$ cat src/tlb_macros.svh
// tlb and page table sizes
`ifndef TLB_MACROS_SVH
`define TLB_MACROS_SVH

// address and field widths
`define TLB_VA_BITS      32
`define TLB_OFFSET_BITS  12
`define TLB_PPN_BITS     22
`define TLB_ASID_BITS    9
`define TLB_PA_BITS      34

// tlb geometry
`define TLB_SIZE         16
`define TLB_ASSOC        2
`define TLB_SETS         (`TLB_SIZE / `TLB_ASSOC)
`define TLB_SET_BITS     $clog2(`TLB_SETS)
`define TLB_WAY_BITS     $clog2(`TLB_ASSOC)
`define TLB_VPN_BITS     (`TLB_VA_BITS - `TLB_OFFSET_BITS)
`define TLB_TAG_BITS     (`TLB_VPN_BITS - `TLB_SET_BITS)

// flat page table
`define PT_INDEX_BITS    6
`define PT_ENTRIES       (1 << `PT_INDEX_BITS)
`define PT_LATENCY       3

`endif

$ cat src/tlb_pkg.sv
// tlb types
`include "tlb_macros.svh"

package tlb_pkg;

    // controller states
    typedef enum logic [1:0] {
        IDLE,
        HIT,
        FETCH,
        FENCE_TLB
    } tlb_state_e;

    // kind of access being translated
    typedef enum logic [1:0] {
        NONE,
        LOAD,
        STORE,
        INSN
    } access_e;

    typedef struct packed {
        logic [1:0] reserved;
        logic       dirty;
        logic       accessed;
        logic       global_page;
        logic       user;
        logic       executable;
        logic       writable;
        logic       readable;
        logic       valid;
    } pte_perms_t;

    // sv32 leaf pte
    typedef struct packed {
        logic [`TLB_PPN_BITS-1:0] ppn;
        pte_perms_t               perms;
    } pte_t;

    typedef struct packed {
        logic                      valid;
        logic [`TLB_ASID_BITS-1:0] asid;
        logic [`TLB_TAG_BITS-1:0]  vpn_tag; // vpn bits above the set index
    } tlb_tag_t;

    typedef struct packed {
        tlb_tag_t tag;
        pte_t     pte;
    } tlb_frame_t;

    // one ram row
    typedef struct packed {
        tlb_frame_t [`TLB_ASSOC-1:0] frames;
    } tlb_set_t;

endpackage

$ cat src/tlb_bus_if.sv
// page table request bus
`timescale 1ns/1ps
`include "tlb_macros.svh"

interface tlb_bus_if;

    logic [`TLB_VA_BITS-1:0] addr;
    logic                    ren;
    logic                    wen;
    tlb_pkg::pte_t           rdata; // valid in the cycle busy is low
    logic                    busy;

    // requester side
    modport cpu (
        output addr,
        output ren,
        output wen,
        input  rdata,
        input  busy
    );

    // responder side
    modport target (
        input  addr,
        input  ren,
        input  wen,
        output rdata,
        output busy
    );

endinterface

$ cat src/tlb_set_ram.sv
// tlb set array
`timescale 1ns/1ps
`include "tlb_macros.svh"

module tlb_set_ram (
    input  logic                     CLK,
    input  logic                     nRST,
    input  logic [`TLB_SET_BITS-1:0] sel,
    input  logic                     wen,
    input  tlb_pkg::tlb_set_t        wdata,
    input  tlb_pkg::tlb_set_t        wmask,
    output tlb_pkg::tlb_set_t        rdata
);

    tlb_pkg::tlb_set_t rows [`TLB_SETS];

    // async read of the selected set
    assign rdata = rows[sel];

    // a zero mask bit takes the new value, a one keeps the old bit
    always_ff @(posedge CLK) begin
        if (nRST && wen) begin // no writes while reset is held
            rows[sel] <= (rows[sel] & wmask) | (wdata & ~wmask);
        end
    end

endmodule

$ cat src/page_perm_check.sv
// sv32 page permission check
`timescale 1ns/1ps

module page_perm_check (
    input  logic              check,
    input  tlb_pkg::access_e  access,
    input  tlb_pkg::pte_t     pte,
    input  logic              user_mode,
    output logic              fault_load_page,
    output logic              fault_store_page,
    output logic              fault_insn_page
);

    logic base_fault;
    logic need_fault;
    logic any_fault;

    // faults that apply to every access type
    assign base_fault = !pte.perms.valid ||
                        (pte.perms.writable && !pte.perms.readable) || // reserved encoding
                        (pte.perms.user != user_mode);

    // permission the access itself needs
    always_comb begin
        need_fault = 1'b0;
        case (access)
            tlb_pkg::LOAD:  need_fault = !pte.perms.readable;
            tlb_pkg::STORE: need_fault = !pte.perms.writable;
            tlb_pkg::INSN:  need_fault = !pte.perms.executable;
            default:        need_fault = 1'b0;
        endcase
    end

    assign any_fault = check && (base_fault || need_fault);

    // route to the matching fault line
    assign fault_load_page  = any_fault && (access == tlb_pkg::LOAD);
    assign fault_store_page = any_fault && (access == tlb_pkg::STORE);
    assign fault_insn_page  = any_fault && (access == tlb_pkg::INSN);

endmodule

$ cat src/tlb.sv
// set-associative tlb controller
`timescale 1ns/1ps
`include "tlb_macros.svh"

module tlb (
    input  logic                      CLK,
    input  logic                      nRST,
    input  logic [`TLB_VA_BITS-1:0]   req_addr,
    input  logic                      req_ren,
    input  logic                      req_wen,
    input  logic                      req_exec,
    input  logic [`TLB_ASID_BITS-1:0] satp_asid,
    input  logic                      user_mode,
    input  logic                      addr_trans_on,
    input  logic                      fence,
    input  logic [`TLB_VA_BITS-1:0]   fence_va,
    input  logic [`TLB_ASID_BITS-1:0] fence_asid,
    output logic                      req_busy,
    output logic [`TLB_PA_BITS-1:0]   resp_pa,
    output logic                      tlb_miss,
    output logic                      fence_done,
    output logic                      fault_load_page,
    output logic                      fault_store_page,
    output logic                      fault_insn_page,
    tlb_bus_if.cpu                    mem_bus
);

    localparam int SWEEP_BITS = `TLB_SET_BITS + `TLB_WAY_BITS;

    tlb_pkg::tlb_state_e state, next_state;
    logic [SWEEP_BITS-1:0]     sweep_cnt, next_sweep_cnt; // {set, way}
    logic [`TLB_SETS-1:0]      last_used, next_last_used; // one way bit per set

    // request fields
    logic [`TLB_SET_BITS-1:0]    req_set;
    logic [`TLB_TAG_BITS-1:0]    req_tag;
    logic [`TLB_OFFSET_BITS-1:0] req_offset;
    logic                        req_any;
    tlb_pkg::access_e            access;

    // sweep position and fence match
    logic [`TLB_SET_BITS-1:0] sweep_set;
    logic [`TLB_WAY_BITS-1:0] sweep_way;
    tlb_pkg::tlb_frame_t      sweep_frame;
    logic                     fence_match;

    // set array port
    logic [`TLB_SET_BITS-1:0] ram_sel;
    logic                     ram_wen;
    tlb_pkg::tlb_set_t        ram_wdata, ram_wmask, ram_rdata;

    // lookup
    logic                     hit, hit_ok;
    logic [`TLB_WAY_BITS-1:0] hit_way, victim;
    tlb_pkg::pte_t            hit_pte;

    assign req_offset = req_addr[`TLB_OFFSET_BITS-1:0];
    assign req_set    = req_addr[`TLB_OFFSET_BITS +: `TLB_SET_BITS];
    assign req_tag    = req_addr[`TLB_VA_BITS-1 -: `TLB_TAG_BITS];
    assign req_any    = req_ren | req_wen | req_exec;

    // store wins, then fetch, then load
    assign access = req_wen  ? tlb_pkg::STORE :
                    req_exec ? tlb_pkg::INSN  :
                    req_ren  ? tlb_pkg::LOAD  : tlb_pkg::NONE;

    assign sweep_set   = sweep_cnt[SWEEP_BITS-1 -: `TLB_SET_BITS];
    assign sweep_way   = sweep_cnt[`TLB_WAY_BITS-1:0];
    assign sweep_frame = ram_rdata.frames[sweep_way];

    // page match (or no va given) and asid match on non-global (or no asid given)
    assign fence_match = sweep_frame.tag.valid &&
        (fence_va == '0 ||
         {sweep_frame.tag.vpn_tag, sweep_set} == fence_va[`TLB_VA_BITS-1:`TLB_OFFSET_BITS]) &&
        (fence_asid == '0 ||
         (sweep_frame.tag.asid == fence_asid && !sweep_frame.pte.perms.global_page));

    assign ram_sel = (state == tlb_pkg::IDLE || state == tlb_pkg::FENCE_TLB) ? sweep_set
                                                                             : req_set;

    tlb_set_ram i_tlb_set_ram (
        .CLK   (CLK),
        .nRST  (nRST),
        .sel   (ram_sel),
        .wen   (ram_wen),
        .wdata (ram_wdata),
        .wmask (ram_wmask),
        .rdata (ram_rdata)
    );

    // tag compare across the ways
    always_comb begin
        hit     = 1'b0;
        hit_way = '0;
        hit_pte = '0;
        for (int i = 0; i < `TLB_ASSOC; i++) begin
            if (ram_rdata.frames[i].tag.valid &&
                ram_rdata.frames[i].tag.asid == satp_asid &&
                ram_rdata.frames[i].tag.vpn_tag == req_tag) begin
                hit     = 1'b1;
                hit_way = i[`TLB_WAY_BITS-1:0];
                hit_pte = ram_rdata.frames[i].pte;
            end
        end
    end

    assign hit_ok = (state == tlb_pkg::HIT) && !fence && req_any && addr_trans_on && hit;
    assign victim = ~last_used[req_set]; // the way not used last

    page_perm_check i_page_perm_check (
        .check            (hit_ok),
        .access           (access),
        .pte              (hit_pte),
        .user_mode        (user_mode),
        .fault_load_page  (fault_load_page),
        .fault_store_page (fault_store_page),
        .fault_insn_page  (fault_insn_page)
    );

    always_ff @(posedge CLK, negedge nRST) begin
        if (!nRST) begin
            state     <= tlb_pkg::IDLE;
            sweep_cnt <= '0;
            last_used <= '0;
        end else begin
            state     <= next_state;
            sweep_cnt <= next_sweep_cnt;
            last_used <= next_last_used;
        end
    end

    always_comb begin
        next_state     = state;
        next_sweep_cnt = sweep_cnt;
        next_last_used = last_used;
        ram_wen        = 1'b0;
        ram_wdata      = '0;
        ram_wmask      = '1;
        req_busy       = 1'b1;
        resp_pa        = `TLB_PA_BITS'(req_addr);
        tlb_miss       = 1'b0;
        fence_done     = 1'b0;
        mem_bus.addr   = req_addr;
        mem_bus.ren    = 1'b0;
        mem_bus.wen    = 1'b0; // pte fetches only read

        case (state)
            tlb_pkg::IDLE: begin
                // invalidate a whole set per cycle
                ram_wen        = 1'b1;
                ram_wmask      = '0;
                next_sweep_cnt = {sweep_set + 1'b1, sweep_way};
                if (&sweep_set) begin
                    next_state = tlb_pkg::HIT;
                end
            end
            tlb_pkg::HIT: begin
                if (fence) begin
                    next_state = tlb_pkg::FENCE_TLB;
                end else if (req_any && !addr_trans_on) begin
                    req_busy = 1'b0; // pass through
                end else if (hit_ok) begin
                    req_busy                = 1'b0;
                    resp_pa                 = {hit_pte.ppn, req_offset};
                    next_last_used[req_set] = hit_way;
                end else if (req_any) begin
                    tlb_miss   = 1'b1;
                    next_state = tlb_pkg::FETCH;
                end
            end
            tlb_pkg::FETCH: begin
                tlb_miss    = 1'b1;
                mem_bus.ren = 1'b1;
                if (!mem_bus.busy) begin
                    // fill the victim, lookup is retried from HIT
                    ram_wen                              = 1'b1;
                    ram_wdata.frames[victim].tag.valid   = 1'b1;
                    ram_wdata.frames[victim].tag.asid    = satp_asid;
                    ram_wdata.frames[victim].tag.vpn_tag = req_tag;
                    ram_wdata.frames[victim].pte         = mem_bus.rdata;
                    ram_wmask.frames[victim]             = '0;
                    next_last_used[req_set]              = victim;
                    next_state                           = tlb_pkg::HIT;
                end
            end
            tlb_pkg::FENCE_TLB: begin
                // one frame per cycle
                next_sweep_cnt = sweep_cnt + 1'b1;
                if (fence_match) begin
                    ram_wen                     = 1'b1;
                    ram_wmask.frames[sweep_way] = '0;
                end
                if (&sweep_cnt) begin
                    fence_done = 1'b1;
                    next_state = tlb_pkg::HIT;
                end
            end
        endcase
    end

endmodule

$ cat src/page_table_mem.sv
// flat page table memory
`timescale 1ns/1ps
`include "tlb_macros.svh"

module page_table_mem (
    input  logic                      CLK,
    input  logic                      nRST,
    input  logic                      pt_we,
    input  logic [`PT_INDEX_BITS-1:0] pt_index,
    input  tlb_pkg::pte_t             pt_pte,
    tlb_bus_if.target                 bus
);

    localparam int CNT_BITS = $clog2(`PT_LATENCY + 1);

    tlb_pkg::pte_t             ptes [`PT_ENTRIES];
    logic [CNT_BITS-1:0]       wait_cnt; // cycles spent on the current request
    logic [`PT_INDEX_BITS-1:0] rd_index;
    logic                      req;
    logic                      done;

    assign req      = bus.ren | bus.wen;
    assign rd_index = bus.addr[`TLB_OFFSET_BITS +: `PT_INDEX_BITS]; // low vpn bits
    assign done     = req && (wait_cnt == CNT_BITS'(`PT_LATENCY));

    assign bus.busy  = !done;
    assign bus.rdata = ptes[rd_index];

    always_ff @(posedge CLK, negedge nRST) begin
        if (!nRST) begin
            wait_cnt <= '0;
            for (int i = 0; i < `PT_ENTRIES; i++) begin
                ptes[i] <= '0;
            end
        end else begin
            if (pt_we) begin
                ptes[pt_index] <= pt_pte;
            end
            if (!req || done) begin
                wait_cnt <= '0; // re-arm for the next request
            end else begin
                wait_cnt <= wait_cnt + 1'b1;
            end
        end
    end

endmodule

$ cat src/tlb_top.sv
// address translation top level
`timescale 1ns/1ps
`include "tlb_macros.svh"

module tlb_top (
    input  logic                      CLK,
    input  logic                      nRST,
    input  logic [`TLB_VA_BITS-1:0]   req_addr,
    input  logic                      req_ren,
    input  logic                      req_wen,
    input  logic                      req_exec,
    input  logic [`TLB_ASID_BITS-1:0] satp_asid,
    input  logic                      user_mode,
    input  logic                      addr_trans_on,
    output logic                      req_busy,
    output logic [`TLB_PA_BITS-1:0]   resp_pa,
    output logic                      tlb_miss,
    output logic                      fault_load_page,
    output logic                      fault_store_page,
    output logic                      fault_insn_page,
    input  logic                      fence,
    input  logic [`TLB_VA_BITS-1:0]   fence_va,
    input  logic [`TLB_ASID_BITS-1:0] fence_asid,
    output logic                      fence_done,
    input  logic                      pt_we,
    input  logic [`PT_INDEX_BITS-1:0] pt_index,
    input  tlb_pkg::pte_t             pt_pte
);

    tlb_bus_if mem_bus ();

    tlb i_tlb (
        .CLK              (CLK),
        .nRST             (nRST),
        .req_addr         (req_addr),
        .req_ren          (req_ren),
        .req_wen          (req_wen),
        .req_exec         (req_exec),
        .satp_asid        (satp_asid),
        .user_mode        (user_mode),
        .addr_trans_on    (addr_trans_on),
        .fence            (fence),
        .fence_va         (fence_va),
        .fence_asid       (fence_asid),
        .req_busy         (req_busy),
        .resp_pa          (resp_pa),
        .tlb_miss         (tlb_miss),
        .fence_done       (fence_done),
        .fault_load_page  (fault_load_page),
        .fault_store_page (fault_store_page),
        .fault_insn_page  (fault_insn_page),
        .mem_bus          (mem_bus.cpu)
    );

    page_table_mem i_page_table_mem (
        .CLK      (CLK),
        .nRST     (nRST),
        .pt_we    (pt_we),
        .pt_index (pt_index),
        .pt_pte   (pt_pte),
        .bus      (mem_bus.target)
    );

endmodule

$ cat config.mk
export PLATFORM = sky130hd
export DESIGN_NAME = tlb_top
export DESIGN_NICKNAME = d
export VERILOG_FILES = /design/src/tlb_pkg.sv /design/src/tlb_bus_if.sv /design/src/tlb_set_ram.sv /design/src/page_perm_check.sv /design/src/tlb.sv /design/src/page_table_mem.sv /design/src/tlb_top.sv
export VERILOG_INCLUDE_DIRS = /design/src
export SDC_FILE = /design/constraint.sdc
export NUM_CORES = 2
export LEC_CHECK = 0
export BUFFER_PORTS_ARGS = -buffer_cell sky130_fd_sc_hd__buf_2
export CAP_MARGIN = 20
export CORE_MARGIN = 4
export CORE_UTILIZATION = 25
export DETAILED_ROUTE_END_ITERATION = 16
export GPL_TIMING_DRIVEN = 0
export PLACE_DENSITY_LB_ADDON = 0.2
export SYNTH_ARGS = -nofsm -noshare
export SYNTH_HDL_FRONTEND = slang
export SYNTH_SLANG_ARGS = --single-unit
export TNS_END_PERCENT = 1
$ cat constraint.sdc
create_clock -name CLK -period 11.1 [get_ports CLK]
set_input_delay 0 -clock CLK [delete_from_list [all_inputs] [get_ports CLK]]
set_output_delay 0 -clock CLK [all_outputs]
set_load 0.02 [all_outputs]
==> metrics.txt <==
min-delay src pt_pte[29]; P&R area growth vs syn 22.8%; Seq cells post-synth 2688; drt total wl 694 mm; I/O Buffers 115; PostCTS Resize Cnt 0; asr flop ratio synth 0.673; DRT iter0 DRCs 13900; maximum clock rate 115 MHz; clk_lat worst skew 1030 ps; WP data required 11100 ps; net count after synthesis 8949; Max FO, Critical Path 10; Hold Crit Endpoint i_page_table_mem.ptes[157]; Hold Path Class input pin to register; Longest Clk Path Bufs 4; critical path type register to primary output; Die X 696 um; CTS tree done; CP endpoint kind primary output; Post-Layout Cell Count 16200; Post-synth EDFFs 880; Post-Route Skew 98.1 ps; worst r2r path cells 23; H-tree depth 5; Seq/Total Area, Yosys 0.606; first-pass GRT wire length 891 mm; Final Cycle Share 0.782; syn avg cell area 13.4 um^2; RSZ-0062 raised after global routing false; GRT overflow 0; clock-pin slew on the worst setup and hold paths 70 ps; total core area 471000 um^2; nets@finish 9784; Hold Fails Final Rpt 0; Min Hold Slack 73.6 ps; root buffer cell clkbuf_16; run status finished clean; Core Rows 252; die height 696 um; number of routed nets with antenna violations 0; setup violators final 0; initial cell density of the core 0.251; P_leak 59.8 nW; Synth Warn # 0; Slew headroom 0.0959; Hold Crit Depth 4; Period minus WS final 8690 ps; Startpoint Class register; die area 484000 um^2; Clock Sinks 2688; largest net degree at the start of global routing 165; cell area after synthesis 118000 um^2; Max-Cap Viols 0; DRC viols 0; DR pass1 iterations 9; Worst VDD drop 0.000123 V; share of cells above drive strength 1 0.329; Mapped Cells 8812; count of different cell masters after synthesis 105; R2R Path End i_tlb.i_tlb_set_ram.rows[7][17]; gp weighted congestion 0.971; vias per inst 5.77; vias in the first global route 88900; Total GRT Usage 0.278; initial antenna violation count 160; r2r setup slk 2780 ps; DR WL/cell 42.7 um; setup TNS 0 ps; top_reg_cell synth dfrtp_1; DR vias 93700; CTS buffer count 309; hpwl dp 505 mm; Inst Count DP 15500; Pwr Density 234 nW/um^2; Arr. time, crit path 8690 ps; Reg2Reg Launch Point i_tlb.state[1]; Worst Max-Slew Pin Slew 1360 ps; num ports 169; Max Slew Vio Count 0
-- per-layer routing --
| layer | vias to the layer above | GRT usage | part of all wire |
|---|---|---|---|
| li1 | 35100 | - | - |
| met1 | 49700 | 0.347 | 0.39 |
| met2 | 7024 | 0.393 | 0.41 |
| met3 | 1910 | 0.0985 | 0.11 |
| met4 | 36 | 0.203 | 0.087 |
| met5 | - | 0 | 0.00096 |
-- cell usage after synthesis (all sizes together), types with 17 or more instances --
master | n | share of area
mux2 | 1866 | 0.18
dfrtp | 1808 | 0.38
edfxtp | 880 | 0.22
nand2 | 643 | 0.020
clkbuf | 585 | 0.019
a21oi | 354 | 0.015
a22oi | 346 | 0.022
o21ai | 294 | 0.012
mux2i | 272 | 0.023
buf | 213 | 0.0090
nor2 | 182 | 0.0058
nand3 | 173 | 0.0074
a221oi | 135 | 0.010
a22o | 116 | 0.0086
nand4 | 97 | 0.0051
a222oi | 73 | 0.0062
a31oi | 49 | 0.0026
nor3 | 44 | 0.0019
a211oi | 40 | 0.0025
a32oi | 38 | 0.0028
o22ai | 36 | 0.0020
inv | 34 | 0.0011
xor2 | 34 | 0.0025
o211ai | 32 | 0.0021
xnor2 | 29 | 0.0021
nor2b | 26 | 0.0014
a32o | 25 | 0.0021
mux4 | 25 | 0.0048
nor4 | 24 | 0.0013
a311oi | 23 | 0.0017
o2111ai | 23 | 0.0017
or3 | 23 | 0.0012
and4 | 20 | 0.0015
and3 | 18 | 0.00095
and2 | 17 | 0.00090
nand3b | 17 | 0.0011
-- cells by family (layout without fill, tap and decap cells) --
family | count (synthesis) | count (layout) | share of synthesized area
AO/OA/AOI/OAI | 1708 | 1708 | 0.101
XOR/XNOR | 63 | 63 | 0.00466
adder cells (fa/ha/maj) | 8 | 8 | 0.000846
buffers and inverters | 832 | 1915 | 0.0287
flip-flops | 2688 | 2688 | 0.606
multiplexers | 2163 | 2163 | 0.205
other | 0 | 128 | 0
AND/OR/NAND/NOR | 1350 | 1350 | 0.0538
-- state kept, by name, summed over array words and instances, names as in the netlist --
signal,count
i_page_table_mem.ptes,1792
i_page_table_mem.wait_cnt,2
i_tlb.i_tlb_set_ram.rows,880
i_tlb.last_used,8
i_tlb.state,2
i_tlb.sweep_cnt,4
-- layout by cell type, fill, tap and decap left out, types with 175 or more instances in the layout --
master / Yosys / final
a22oi_1: 346 / 346
o21ai_0: 288 / 287
nand2_1: 642 / 635
buf_2: 64 / 247
clkbuf_2: 1 / 188
clkbuf_16: 0 / 312
mux2i_1: 271 / 271
buf_12: 0 / 175
a21oi_1: 354 / 344
clkbuf_1: 584 / 484
mux2_2: 1858 / 1858
dfrtp_1: 1808 / 1808
edfxtp_1: 880 / 880
-- repair_timing --
action | in CTS | in global routing
buffers inserted | 0 | 0
hold buffers | 69 | 0
hold endpoints to repair | 1084 | 0
-- worst max-delay path: stages, from the launching register on --
cell and delay, ps:
dfrtp_1 440, inv_1 110, ha_1 410, buf_6 200, nand3b_2 400, nand2_1 600
clkbuf_1 670, buf_2 530, buf_1 820, a32oi_1 190, nand3_1 220, nand4_1 160
nor4_1 360, nand4bb_1 360, o2111ai_1 840, clkbuf_1 580, o22ai_1 290, a22o_1 310
buf_2 180
-- report_power, final --
group	total (mW)	internal, mW	switching (mW)	leakage, nW
registers	13.3	12.7	0.582	32.1
logic	10.2	3.02	7.17	22.8
clock network	10.5	5.95	4.59	4.94
total	34.0	21.7	12.3	59.8
-- worst max path at each step --
stage	start	to	slack, ps	depth (start not counted)
5_1_grt	i_tlb.state[1]	resp_pa[20]	2390	18
3_3_place_gp	nRST	i_tlb.i_tlb_set_ram.rows[0][93]	-48260	3
4_1_cts	i_tlb.state[1]	resp_pa[20]	2480	18
3_5_place_dp	req_addr[13]	i_tlb.i_tlb_set_ram.rows[7][79]	2600	18
2_1_floorplan	i_tlb.state[1]	i_tlb.i_tlb_set_ram.rows[2][0]	1300	17
6_report	i_tlb.state[1]	resp_pa[20]	2410	18
-- final cells by class --
cell class                 count  area (um^2)
antenna                      128          320
buffer                       798         3580
clock buffer                 444         8750
clock inverter               115         1380
fill                       47000       326000
inverter                      34          128
multi-input combinational   5292        43600
sequential                  2688        71700
tap                         6223         7790
timing repair buffer         524         8190
-- per-stage QoR --
step           worst slack, ps   util  power, mW  instance area, um^2
6_report                  2410  0.308       34.0               145000
3_3_place_gp            -48260  0.269       23.0               127000
5_1_grt                   2390  0.308       35.0               145000
4_1_cts                   2480  0.307       33.9               145000
2_1_floorplan             1300      -       18.6               118000
3_5_place_dp              2600  0.284       23.4               134000
(Power assumes the default switching activity.)
